## src/common/lcd_pkg.sv

```systemverilog
`default_nettype none

package lcd_pkg;

	// one transfer on the panel bus
	typedef struct packed {
		logic       rs;     // 0 instruction, 1 data register
		logic       rw;     // passed to the pin only
		logic [7:0] data;
	} lcd_cmd_t;

	// static setup choices for the init sequence
	typedef struct packed {
		logic two_line;    // function set N
		logic big_font;    // function set F
		logic display_on;  // display control D
		logic cursor_on;   // display control C
		logic blink_on;    // display control B
		logic increment;   // entry mode I/D
		logic shift;       // entry mode S
	} lcd_cfg_t;

	// timing in microseconds, scaled by CLK_PER_US in the modules
	localparam int T_POWER_UP  = 500;  // wait after reset
	localparam int T_SETUP     = 1;    // e low before pulse
	localparam int T_E_HIGH    = 13;   // e high time

	// total slot from start of transfer
	localparam int T_EXEC      = 50;   // ordinary command
	localparam int T_EXEC_LONG = 200;  // clear and return home

	// fixed instruction bytes
	localparam logic [7:0] CMD_CLEAR = 8'h01;

endpackage

`default_nettype wire

```

## src/source/lcd_cmd_queue.sv

```systemverilog
`timescale 1ns/1ns
`default_nettype none

module lcd_cmd_queue #(
	parameter int QUEUE_DEPTH = 8
) (
	input  logic               clk,
	input  logic               rst,
	input  logic               cmd_valid,
	input  lcd_pkg::lcd_cmd_t  cmd,
	output logic               credit,
	output logic               head_valid,
	output lcd_pkg::lcd_cmd_t  head,
	input  logic               pop
);

	localparam int PTR_W = (QUEUE_DEPTH > 1) ? $clog2(QUEUE_DEPTH) : 1;
	localparam int CNT_W = $clog2(QUEUE_DEPTH + 1);
	localparam logic [PTR_W-1:0] PTR_LAST = PTR_W'(QUEUE_DEPTH - 1);
	localparam logic [CNT_W-1:0] CNT_FULL = CNT_W'(QUEUE_DEPTH);

	lcd_pkg::lcd_cmd_t mem [QUEUE_DEPTH];
	logic [PTR_W-1:0]  wr_ptr;
	logic [PTR_W-1:0]  rd_ptr;
	logic [CNT_W-1:0]  count;

	// storage, written whenever the host spends a credit
	always_ff @(posedge clk) begin
		if (cmd_valid) begin
			mem[wr_ptr] <= cmd;
		end
	end

	always_ff @(posedge clk) begin
		if (rst) begin
			wr_ptr <= '0;
			rd_ptr <= '0;
			count  <= '0;
			credit <= 1'b0;
		end else begin
			credit <= pop;  // one credit back per released entry
			if (cmd_valid) begin
				wr_ptr <= (wr_ptr == PTR_LAST) ? '0 : wr_ptr + 1'b1;
			end
			if (pop) begin
				rd_ptr <= (rd_ptr == PTR_LAST) ? '0 : rd_ptr + 1'b1;
			end
			case ({cmd_valid, pop})
				2'b10: count <= count + 1'b1;
				2'b01: count <= count - 1'b1;
				default: count <= count;  // both or neither
			endcase
		end
	end

	assign head_valid = (count != '0);
	assign head       = mem[rd_ptr];  // only meaningful with head_valid

	// host wrote without holding a credit
	a_no_overflow: assert property (
		@(posedge clk) disable iff (rst)
		cmd_valid |-> (count != CNT_FULL)
	) else $error("lcd_cmd_queue: write while full, host credit violation");

	// sequencer took a head that was not there
	a_no_underflow: assert property (
		@(posedge clk) disable iff (rst)
		pop |-> head_valid
	) else $error("lcd_cmd_queue: pop while empty");

endmodule

`default_nettype wire

```

## src/lcd_ctrl/lcd_init_seq.sv

```systemverilog
`timescale 1ns/1ns
`default_nettype none

module lcd_init_seq #(
	parameter int CLK_PER_US = 30
) (
	input  logic               clk,
	input  logic               rst,
	input  lcd_pkg::lcd_cfg_t  cfg,
	input  logic               head_valid,
	input  lcd_pkg::lcd_cmd_t  head,
	output logic               pop,
	output logic               issue,
	output lcd_pkg::lcd_cmd_t  issue_cmd,
	input  logic               done,
	output logic               init_done
);

	localparam int PWR_CYCLES = lcd_pkg::T_POWER_UP * CLK_PER_US;
	localparam int PWR_W      = (PWR_CYCLES > 1) ? $clog2(PWR_CYCLES) : 1;
	localparam logic [PWR_W-1:0] PWR_LAST = PWR_W'(PWR_CYCLES - 1);

	typedef enum logic [2:0] {
		ST_POWER,
		ST_SET0,  // function set
		ST_SET1,  // display control
		ST_SET2,  // clear
		ST_SET3,  // entry mode
		ST_RUN
	} state_t;

	state_t             state;
	logic [PWR_W-1:0]   pwr_cnt;
	logic               have_credit;  // engine slot is free
	logic               in_setup;
	lcd_pkg::lcd_cmd_t  setup_cmd;

	assign in_setup = (state inside {ST_SET0, ST_SET1, ST_SET2, ST_SET3});

	// setup commands are all instruction writes
	always_comb begin
		setup_cmd    = '0;
		setup_cmd.rs = 1'b0;
		setup_cmd.rw = 1'b0;
		case (state)
			ST_SET0: setup_cmd.data = {4'b0011, cfg.two_line, cfg.big_font, 2'b00};
			ST_SET1: setup_cmd.data = {5'b00001, cfg.display_on, cfg.cursor_on, cfg.blink_on};
			ST_SET2: setup_cmd.data = lcd_pkg::CMD_CLEAR;
			ST_SET3: setup_cmd.data = {6'b000001, cfg.increment, cfg.shift};
			default: setup_cmd.data = 8'h00;
		endcase
	end

	// host commands only once the fourth setup slot has finished
	assign pop       = (state == ST_RUN) && init_done && head_valid && have_credit;
	assign issue     = (in_setup && have_credit) || pop;
	assign issue_cmd = (state == ST_RUN) ? head : setup_cmd;

	always_ff @(posedge clk) begin
		if (rst) begin
			state       <= ST_POWER;
			pwr_cnt     <= '0;
			have_credit <= 1'b1;  // engine starts empty
			init_done   <= 1'b0;
		end else begin
			if (issue) begin
				have_credit <= 1'b0;
			end else if (done) begin
				have_credit <= 1'b1;
			end

			case (state)
				ST_POWER: begin
					if (pwr_cnt == PWR_LAST) begin
						state <= ST_SET0;
					end else begin
						pwr_cnt <= pwr_cnt + 1'b1;
					end
				end
				ST_SET0: if (issue) state <= ST_SET1;
				ST_SET1: if (issue) state <= ST_SET2;
				ST_SET2: if (issue) state <= ST_SET3;
				ST_SET3: if (issue) state <= ST_RUN;
				ST_RUN: begin
					// first done seen here belongs to entry mode
					if (done) begin
						init_done <= 1'b1;
					end
				end
				default: state <= ST_POWER;
			endcase
		end
	end

	// engine reported done for a slot that was never issued
	a_done_owed: assert property (
		@(posedge clk) disable iff (rst)
		done |-> !have_credit
	) else $error("lcd_init_seq: done while credit already held");

endmodule

`default_nettype wire

```

## src/lcd_ctrl/lcd_bus_cycle.sv

```systemverilog
`timescale 1ns/1ns
`default_nettype none

module lcd_bus_cycle #(
	parameter int CLK_PER_US = 30
) (
	input  logic               clk,
	input  logic               rst,
	input  logic               issue,
	input  lcd_pkg::lcd_cmd_t  issue_cmd,
	output logic               done,
	output logic               e,
	output logic               rs,
	output logic               rw,
	output logic [7:0]         lcd_data
);

	localparam int SETUP_CYC  = lcd_pkg::T_SETUP * CLK_PER_US;
	localparam int E_HIGH_CYC = lcd_pkg::T_E_HIGH * CLK_PER_US;
	localparam int EXEC_CYC   = lcd_pkg::T_EXEC * CLK_PER_US;
	localparam int LONG_CYC   = lcd_pkg::T_EXEC_LONG * CLK_PER_US;
	localparam int CNT_W      = $clog2(LONG_CYC + 1);

	localparam logic [CNT_W-1:0] E_RISE_AT = CNT_W'(SETUP_CYC);
	localparam logic [CNT_W-1:0] E_FALL_AT = CNT_W'(SETUP_CYC + E_HIGH_CYC);
	localparam logic [CNT_W-1:0] EXEC_LAST = CNT_W'(EXEC_CYC);
	localparam logic [CNT_W-1:0] LONG_LAST = CNT_W'(LONG_CYC);

	logic             active;     // slot in progress
	logic             long_hold;  // clear or return home
	logic [CNT_W-1:0] slot_cnt;   // 1 in first driven cycle
	logic             slot_end;
	logic             is_long;

	// clear is 0x01, return home is 0x02 or 0x03
	assign is_long = !issue_cmd.rs &&
		((issue_cmd.data == lcd_pkg::CMD_CLEAR) || (issue_cmd.data[7:1] == 7'b0000001));

	assign slot_end = active && (slot_cnt == (long_hold ? LONG_LAST : EXEC_LAST));
	assign done     = slot_end;

	always_ff @(posedge clk) begin
		if (rst) begin
			active    <= 1'b0;
			long_hold <= 1'b0;
			slot_cnt  <= '0;
			e         <= 1'b0;
			rs        <= 1'b0;
			rw        <= 1'b0;
			lcd_data  <= 8'h00;
		end else if (issue) begin
			active    <= 1'b1;
			long_hold <= is_long;
			slot_cnt  <= CNT_W'(1);
			rs        <= issue_cmd.rs;  // held for the whole slot
			rw        <= issue_cmd.rw;
			lcd_data  <= issue_cmd.data;
		end else if (active) begin
			if (slot_end) begin
				active   <= 1'b0;
				slot_cnt <= '0;
				rs       <= 1'b0;
				rw       <= 1'b0;
				lcd_data <= 8'h00;
			end else begin
				slot_cnt <= slot_cnt + 1'b1;
			end

			// e high from cycle SETUP+1 through SETUP+E_HIGH
			if (slot_cnt == E_RISE_AT) begin
				e <= 1'b1;
			end else if (slot_cnt == E_FALL_AT) begin
				e <= 1'b0;
			end
		end
	end

	// sequencer must wait for done before the next issue
	a_no_overlap: assert property (
		@(posedge clk) disable iff (rst)
		issue |-> !active
	) else $error("lcd_bus_cycle: issue during active slot");

endmodule

`default_nettype wire

```

## src/source/lcd_subsys.sv

```systemverilog
`timescale 1ns/1ns
`default_nettype none

module lcd_subsys #(
	parameter int CLK_PER_US  = 30,
	parameter int QUEUE_DEPTH = 8
) (
	input  logic               clk,
	input  logic               rst,
	input  lcd_pkg::lcd_cfg_t  cfg,
	input  logic               cmd_valid,
	input  lcd_pkg::lcd_cmd_t  cmd,
	output logic               credit,
	output logic               init_done,
	output logic               e,
	output logic               rs,
	output logic               rw,
	output logic [7:0]         lcd_data
);

	logic               head_valid;
	lcd_pkg::lcd_cmd_t  head;
	logic               pop;
	logic               issue;
	lcd_pkg::lcd_cmd_t  issue_cmd;
	logic               done;

	// host side credit queue
	lcd_cmd_queue #(
		.QUEUE_DEPTH (QUEUE_DEPTH)
	) u_queue (
		.clk        (clk),
		.rst        (rst),
		.cmd_valid  (cmd_valid),
		.cmd        (cmd),
		.credit     (credit),
		.head_valid (head_valid),
		.head       (head),
		.pop        (pop)
	);

	lcd_init_seq #(
		.CLK_PER_US (CLK_PER_US)
	) u_init_seq (
		.clk        (clk),
		.rst        (rst),
		.cfg        (cfg),
		.head_valid (head_valid),
		.head       (head),
		.pop        (pop),
		.issue      (issue),
		.issue_cmd  (issue_cmd),
		.done       (done),
		.init_done  (init_done)
	);

	// panel pins
	lcd_bus_cycle #(
		.CLK_PER_US (CLK_PER_US)
	) u_bus_cycle (
		.clk        (clk),
		.rst        (rst),
		.issue      (issue),
		.issue_cmd  (issue_cmd),
		.done       (done),
		.e          (e),
		.rs         (rs),
		.rw         (rw),
		.lcd_data   (lcd_data)
	);

endmodule

`default_nettype wire

```

## config.mk

```make
export PLATFORM = sky130hd
export DESIGN_NAME = lcd_subsys
export DESIGN_NICKNAME = d
export VERILOG_FILES = /design/src/common/lcd_pkg.sv /design/src/source/lcd_cmd_queue.sv /design/src/lcd_ctrl/lcd_init_seq.sv /design/src/lcd_ctrl/lcd_bus_cycle.sv /design/src/source/lcd_subsys.sv
export SDC_FILE = /design/constraint.sdc
export NUM_CORES = 1
export LEC_CHECK = 0
export BUFFER_PORTS_ARGS = -buffer_cell sky130_fd_sc_hd__buf_2
export CELL_PAD_IN_SITES_DETAIL_PLACEMENT = 1
export CELL_PAD_IN_SITES_GLOBAL_PLACEMENT = 2
export CORE_MARGIN = 4
export CORE_UTILIZATION = 40
export CTS_BUF_LIST = sky130_fd_sc_hd__clkbuf_4 sky130_fd_sc_hd__clkbuf_8
export CTS_CLUSTER_DIAMETER = 200
export CTS_CLUSTER_SIZE = 28
export DETAILED_ROUTE_END_ITERATION = 8
export PLACE_DENSITY_LB_ADDON = 0.1
export SKIP_CTS_REPAIR_TIMING = 1
export SLEW_MARGIN = 15
export SYNTH_ARGS = -nofsm -noshare
export SYNTH_HDL_FRONTEND = slang
export SYNTH_HIERARCHICAL = 1
export SYNTH_SLANG_ARGS = --single-unit
```

## constraint.sdc

```tcl
create_clock -name clk -period 2.47 [get_ports clk]
set_input_delay 0.3705 -clock clk [delete_from_list [all_inputs] [get_ports clk]]
set_output_delay 0.3705 -clock clk [all_outputs]
set_load 0.02 [all_outputs]
```

==> impl_metrics.ini <==
[critical_path]
crit_required_ns = 2.84
slowest_delay_ns = 0.54
startpoint_type = flip-flop
rr_worst_depth = 9
cp_cell_sequence = or4_1 -> and4_4 -> ha_1 -> xor2_1 -> ha_1 -> a21oi_1 -> xor2_1 -> or3_1 -> a21oi_1
r2r-start = u_queue/count[1]
critPathLaunch = u_queue/count[1]
slowest_stage = or4_1
worstPathArrival_ns = 2.72
end_kind = flip-flop
crit_fanout = 3
critical_path_class = flip-flop to flip-flop

[pwr]
leakage_nw = 2.470
power_mw = 4.717
p_per_area_mw_per_mm2 = 680.6
ir_worst_vdd_v = 0.0004749

[synth]
yosys_most_used_dff = edfxtp_1
syn_inst = 455
synth.avg_cell_area_um2 = 13.31
synth_edf_count = 80
netlist_area_mm2 = 0.006055
synth_cell_type_count = 61
synth.net_count = 486
ys_seq_area_share_pct = 59.19
yosys_warnings = 6
async_reset_ff_share_pct = 0
synth.ff_latch_count = 139

[routing]
wl_per_cell_um = 18.60
antenna_left = 0
vias_per_cell = 5.394
drt_iter0_drc = 240
route.detailed.drc = 0
dr.pass1.iters = 5
dr_total_vias = 3824
routed_wl_mm = 13.18

[clock_network]
clk_latency_ns = 0.44
htreeDepth = 4
path_clk_slew_ns = 0.08
cts_buffers = 17
root_buffer = clkbuf_8
clockBufferDepth = 2
clock_sinks = 139
cts_tree = yes

[die]
design.die.area_mm2 = 0.01717
num_rows = 44
start_util_pct = 41.19
dieHeight_um = 131.0
coreArea_mm2 = 0.01470
ios = 33
die_w_um = 131.0

[sta]
relSlewSlack_pct = 35.55
worst_slew_pin_slew_ns = 0.9648
setup_tns_ns = 0
post-route-min-period_ns = 2.351
period_share_pct = 95.18
rsz0062_at_grt = false
hold_viol_final = 0
fin_skew_ns = 0.01052
maxSlewViolCount = 0
fmax_ghz = 0.4254
setup_viol = 0

[cells_and_area]
num-fill-cells = 1515
diodes = 0
area_delta_synth_final_pct = 14.47
fin_nets = 544
layout-drive-gt1-share_pct = 21.33
final_common_cell = edfxtp_1
stdcell_count = 709
final_cell_mix = 80 x edfxtp_1, 59 x dfxtp_1, 44 x nor2_1, 32 x buf_2, 26 x buf_4

[run]
cap_violations = 0

[global_routing]
grt_pass1_vias = 3976
grt_max_degree = 24
antenna_found_initial = 0
grt_pass1_wl_mm = 21.18
grt_use_total_pct = 16.61
gr-total-overflow = 0

[placed_design]
place_hpwl_mm = 9.032
place.gp.congestion = 0.7251
place_inst = 678
io_buffers = 32

[worst_hold_path]
hp-start = cmd[3]
hold_path_depth = 1
worstHoldPathType = input port to flip-flop

[status]
status = completed
-- flip-flops by register name, indices dropped and copies added, names as in the netlist, named ones only --
| name | flops |
|---|---|
| u_bus_cycle/active | 1 |
| u_bus_cycle/e | 1 |
| u_bus_cycle/lcd_data | 8 |
| u_bus_cycle/long_hold | 1 |
| u_bus_cycle/rs | 1 |
| u_bus_cycle/rw | 1 |
| u_bus_cycle/slot_cnt | 13 |
| u_init_seq/have_credit | 1 |
| u_init_seq/init_done | 1 |
| u_init_seq/pwr_cnt | 14 |
| u_init_seq/state | 3 |
| u_queue/count | 4 |
| u_queue/credit | 1 |
| u_queue/mem | 80 |
| u_queue/rd_ptr | 3 |
| u_queue/wr_ptr | 3 |
-- cell families after synthesis --
logic type / Yosys count / synth area share (%)
buffers and inverters: 28 / 2.314
xor gates and xnor gates: 19 / 2.749
adders and majority gates: 11 / 2.273
muxes: 40 / 12.32
and+or+nand+nor: 155 / 14.32
DFF: 139 / 59.19
AOI/OAI and AO/OA: 63 / 6.840
-- synth_stat cells, types with 3 or more instances --
master / count / share of area, %
ha_1: 11 / 2.3
edfxtp_1: 80 / 40
mux2_2: 12 / 2.2
a22o_1: 10 / 1.4
inv_1: 7 / 0.43
nand2b_1: 8 / 0.83
o211ai_1: 3 / 0.37
a21oi_1: 19 / 1.6
nor2b_1: 7 / 0.72
nand4_1: 11 / 1.1
or3_1: 7 / 0.72
nor4_1: 4 / 0.41
xnor2_1: 7 / 1.0
and3_1: 3 / 0.31
nand3b_1: 3 / 0.37
nand2_1: 17 / 1.1
xor2_1: 12 / 1.7
buf_2: 4 / 0.33
nand3_1: 7 / 0.58
buf_6: 3 / 0.56
nor2_1: 44 / 2.7
and4_1: 3 / 0.43
dfxtp_1: 59 / 20
o21bai_1: 3 / 0.37
o21ai_0: 15 / 1.2
nor3_1: 13 / 1.1
mux4_1: 20 / 8.7
clkbuf_1: 8 / 0.50
and2_1: 7 / 0.72
buf_1: 4 / 0.25
nor3b_1: 5 / 0.62
mux2i_1: 7 / 1.2
-- cell type report --
cell class / instances / area, um2 / share of cell area (%)
flip-flops and latches: 139 / 3583 / 51.71
multi-input cells: 288 / 2333 / 33.67
repair buffers: 60 / 395.4 / 5.705
clock buffers: 18 / 241.5 / 3.484
well taps: 184 / 230.2 / 3.322
clock inverters: 13 / 120.1 / 1.733
inverters: 7 / 26.28 / 0.3791
-- metrics by stage --
stage,hold WS (ns),utilization (%),worst slack [ns],cell area [um2]
finish,0.1911,47.15,0.1192,6930
global route,0.1765,47.15,0.01730,6930
CTS,0.1548,47.13,0.04851,6928
detailed placement,0.4857,44.67,0.07704,6566
global placement,0.4906,44.67,0.1315,6566
floorplan,0.4396,-,0.04979,6056
-- per-layer routing --
layer  global-route usage (%)  up-vias  share of wire [%]
li1                         -     1858                  -
met1                    19.98     1916                 44
met2                    29.27       39                 52
met3                    4.187       11                2.9
met4                    5.082        0               0.90
met5                        0        -                  0
-- final timing paths --
check / endpoint / slack [ns]
worst min-delay path: u_queue/mem[3][3] / 0.19
worst min register to register: u_bus_cycle/lcd_data[3] / 0.51
worst max-delay path: u_queue/count[2] / 0.12
worst max register to register: u_queue/count[2] / 0.12
-- worst max-delay path: cells and delay by family (launching register included) --
family	cells	cell delay [ns]
AO/OA/AOI/OAI	2	0.28
adder cells (fa/ha/maj)	2	0.39
AND/OR/NAND/NOR	3	1.07
XOR/XNOR	2	0.25
flip-flops	1	0.31
-- where the power goes --
group          leakage [nW]  total [mW]  switching, mW  internal [mW]
combinational          1.09       0.429          0.252          0.177
sequential             1.20        2.59         0.0668           2.52
clock                 0.179        1.70          0.896          0.807
Power figures use the tool's default switching activity.
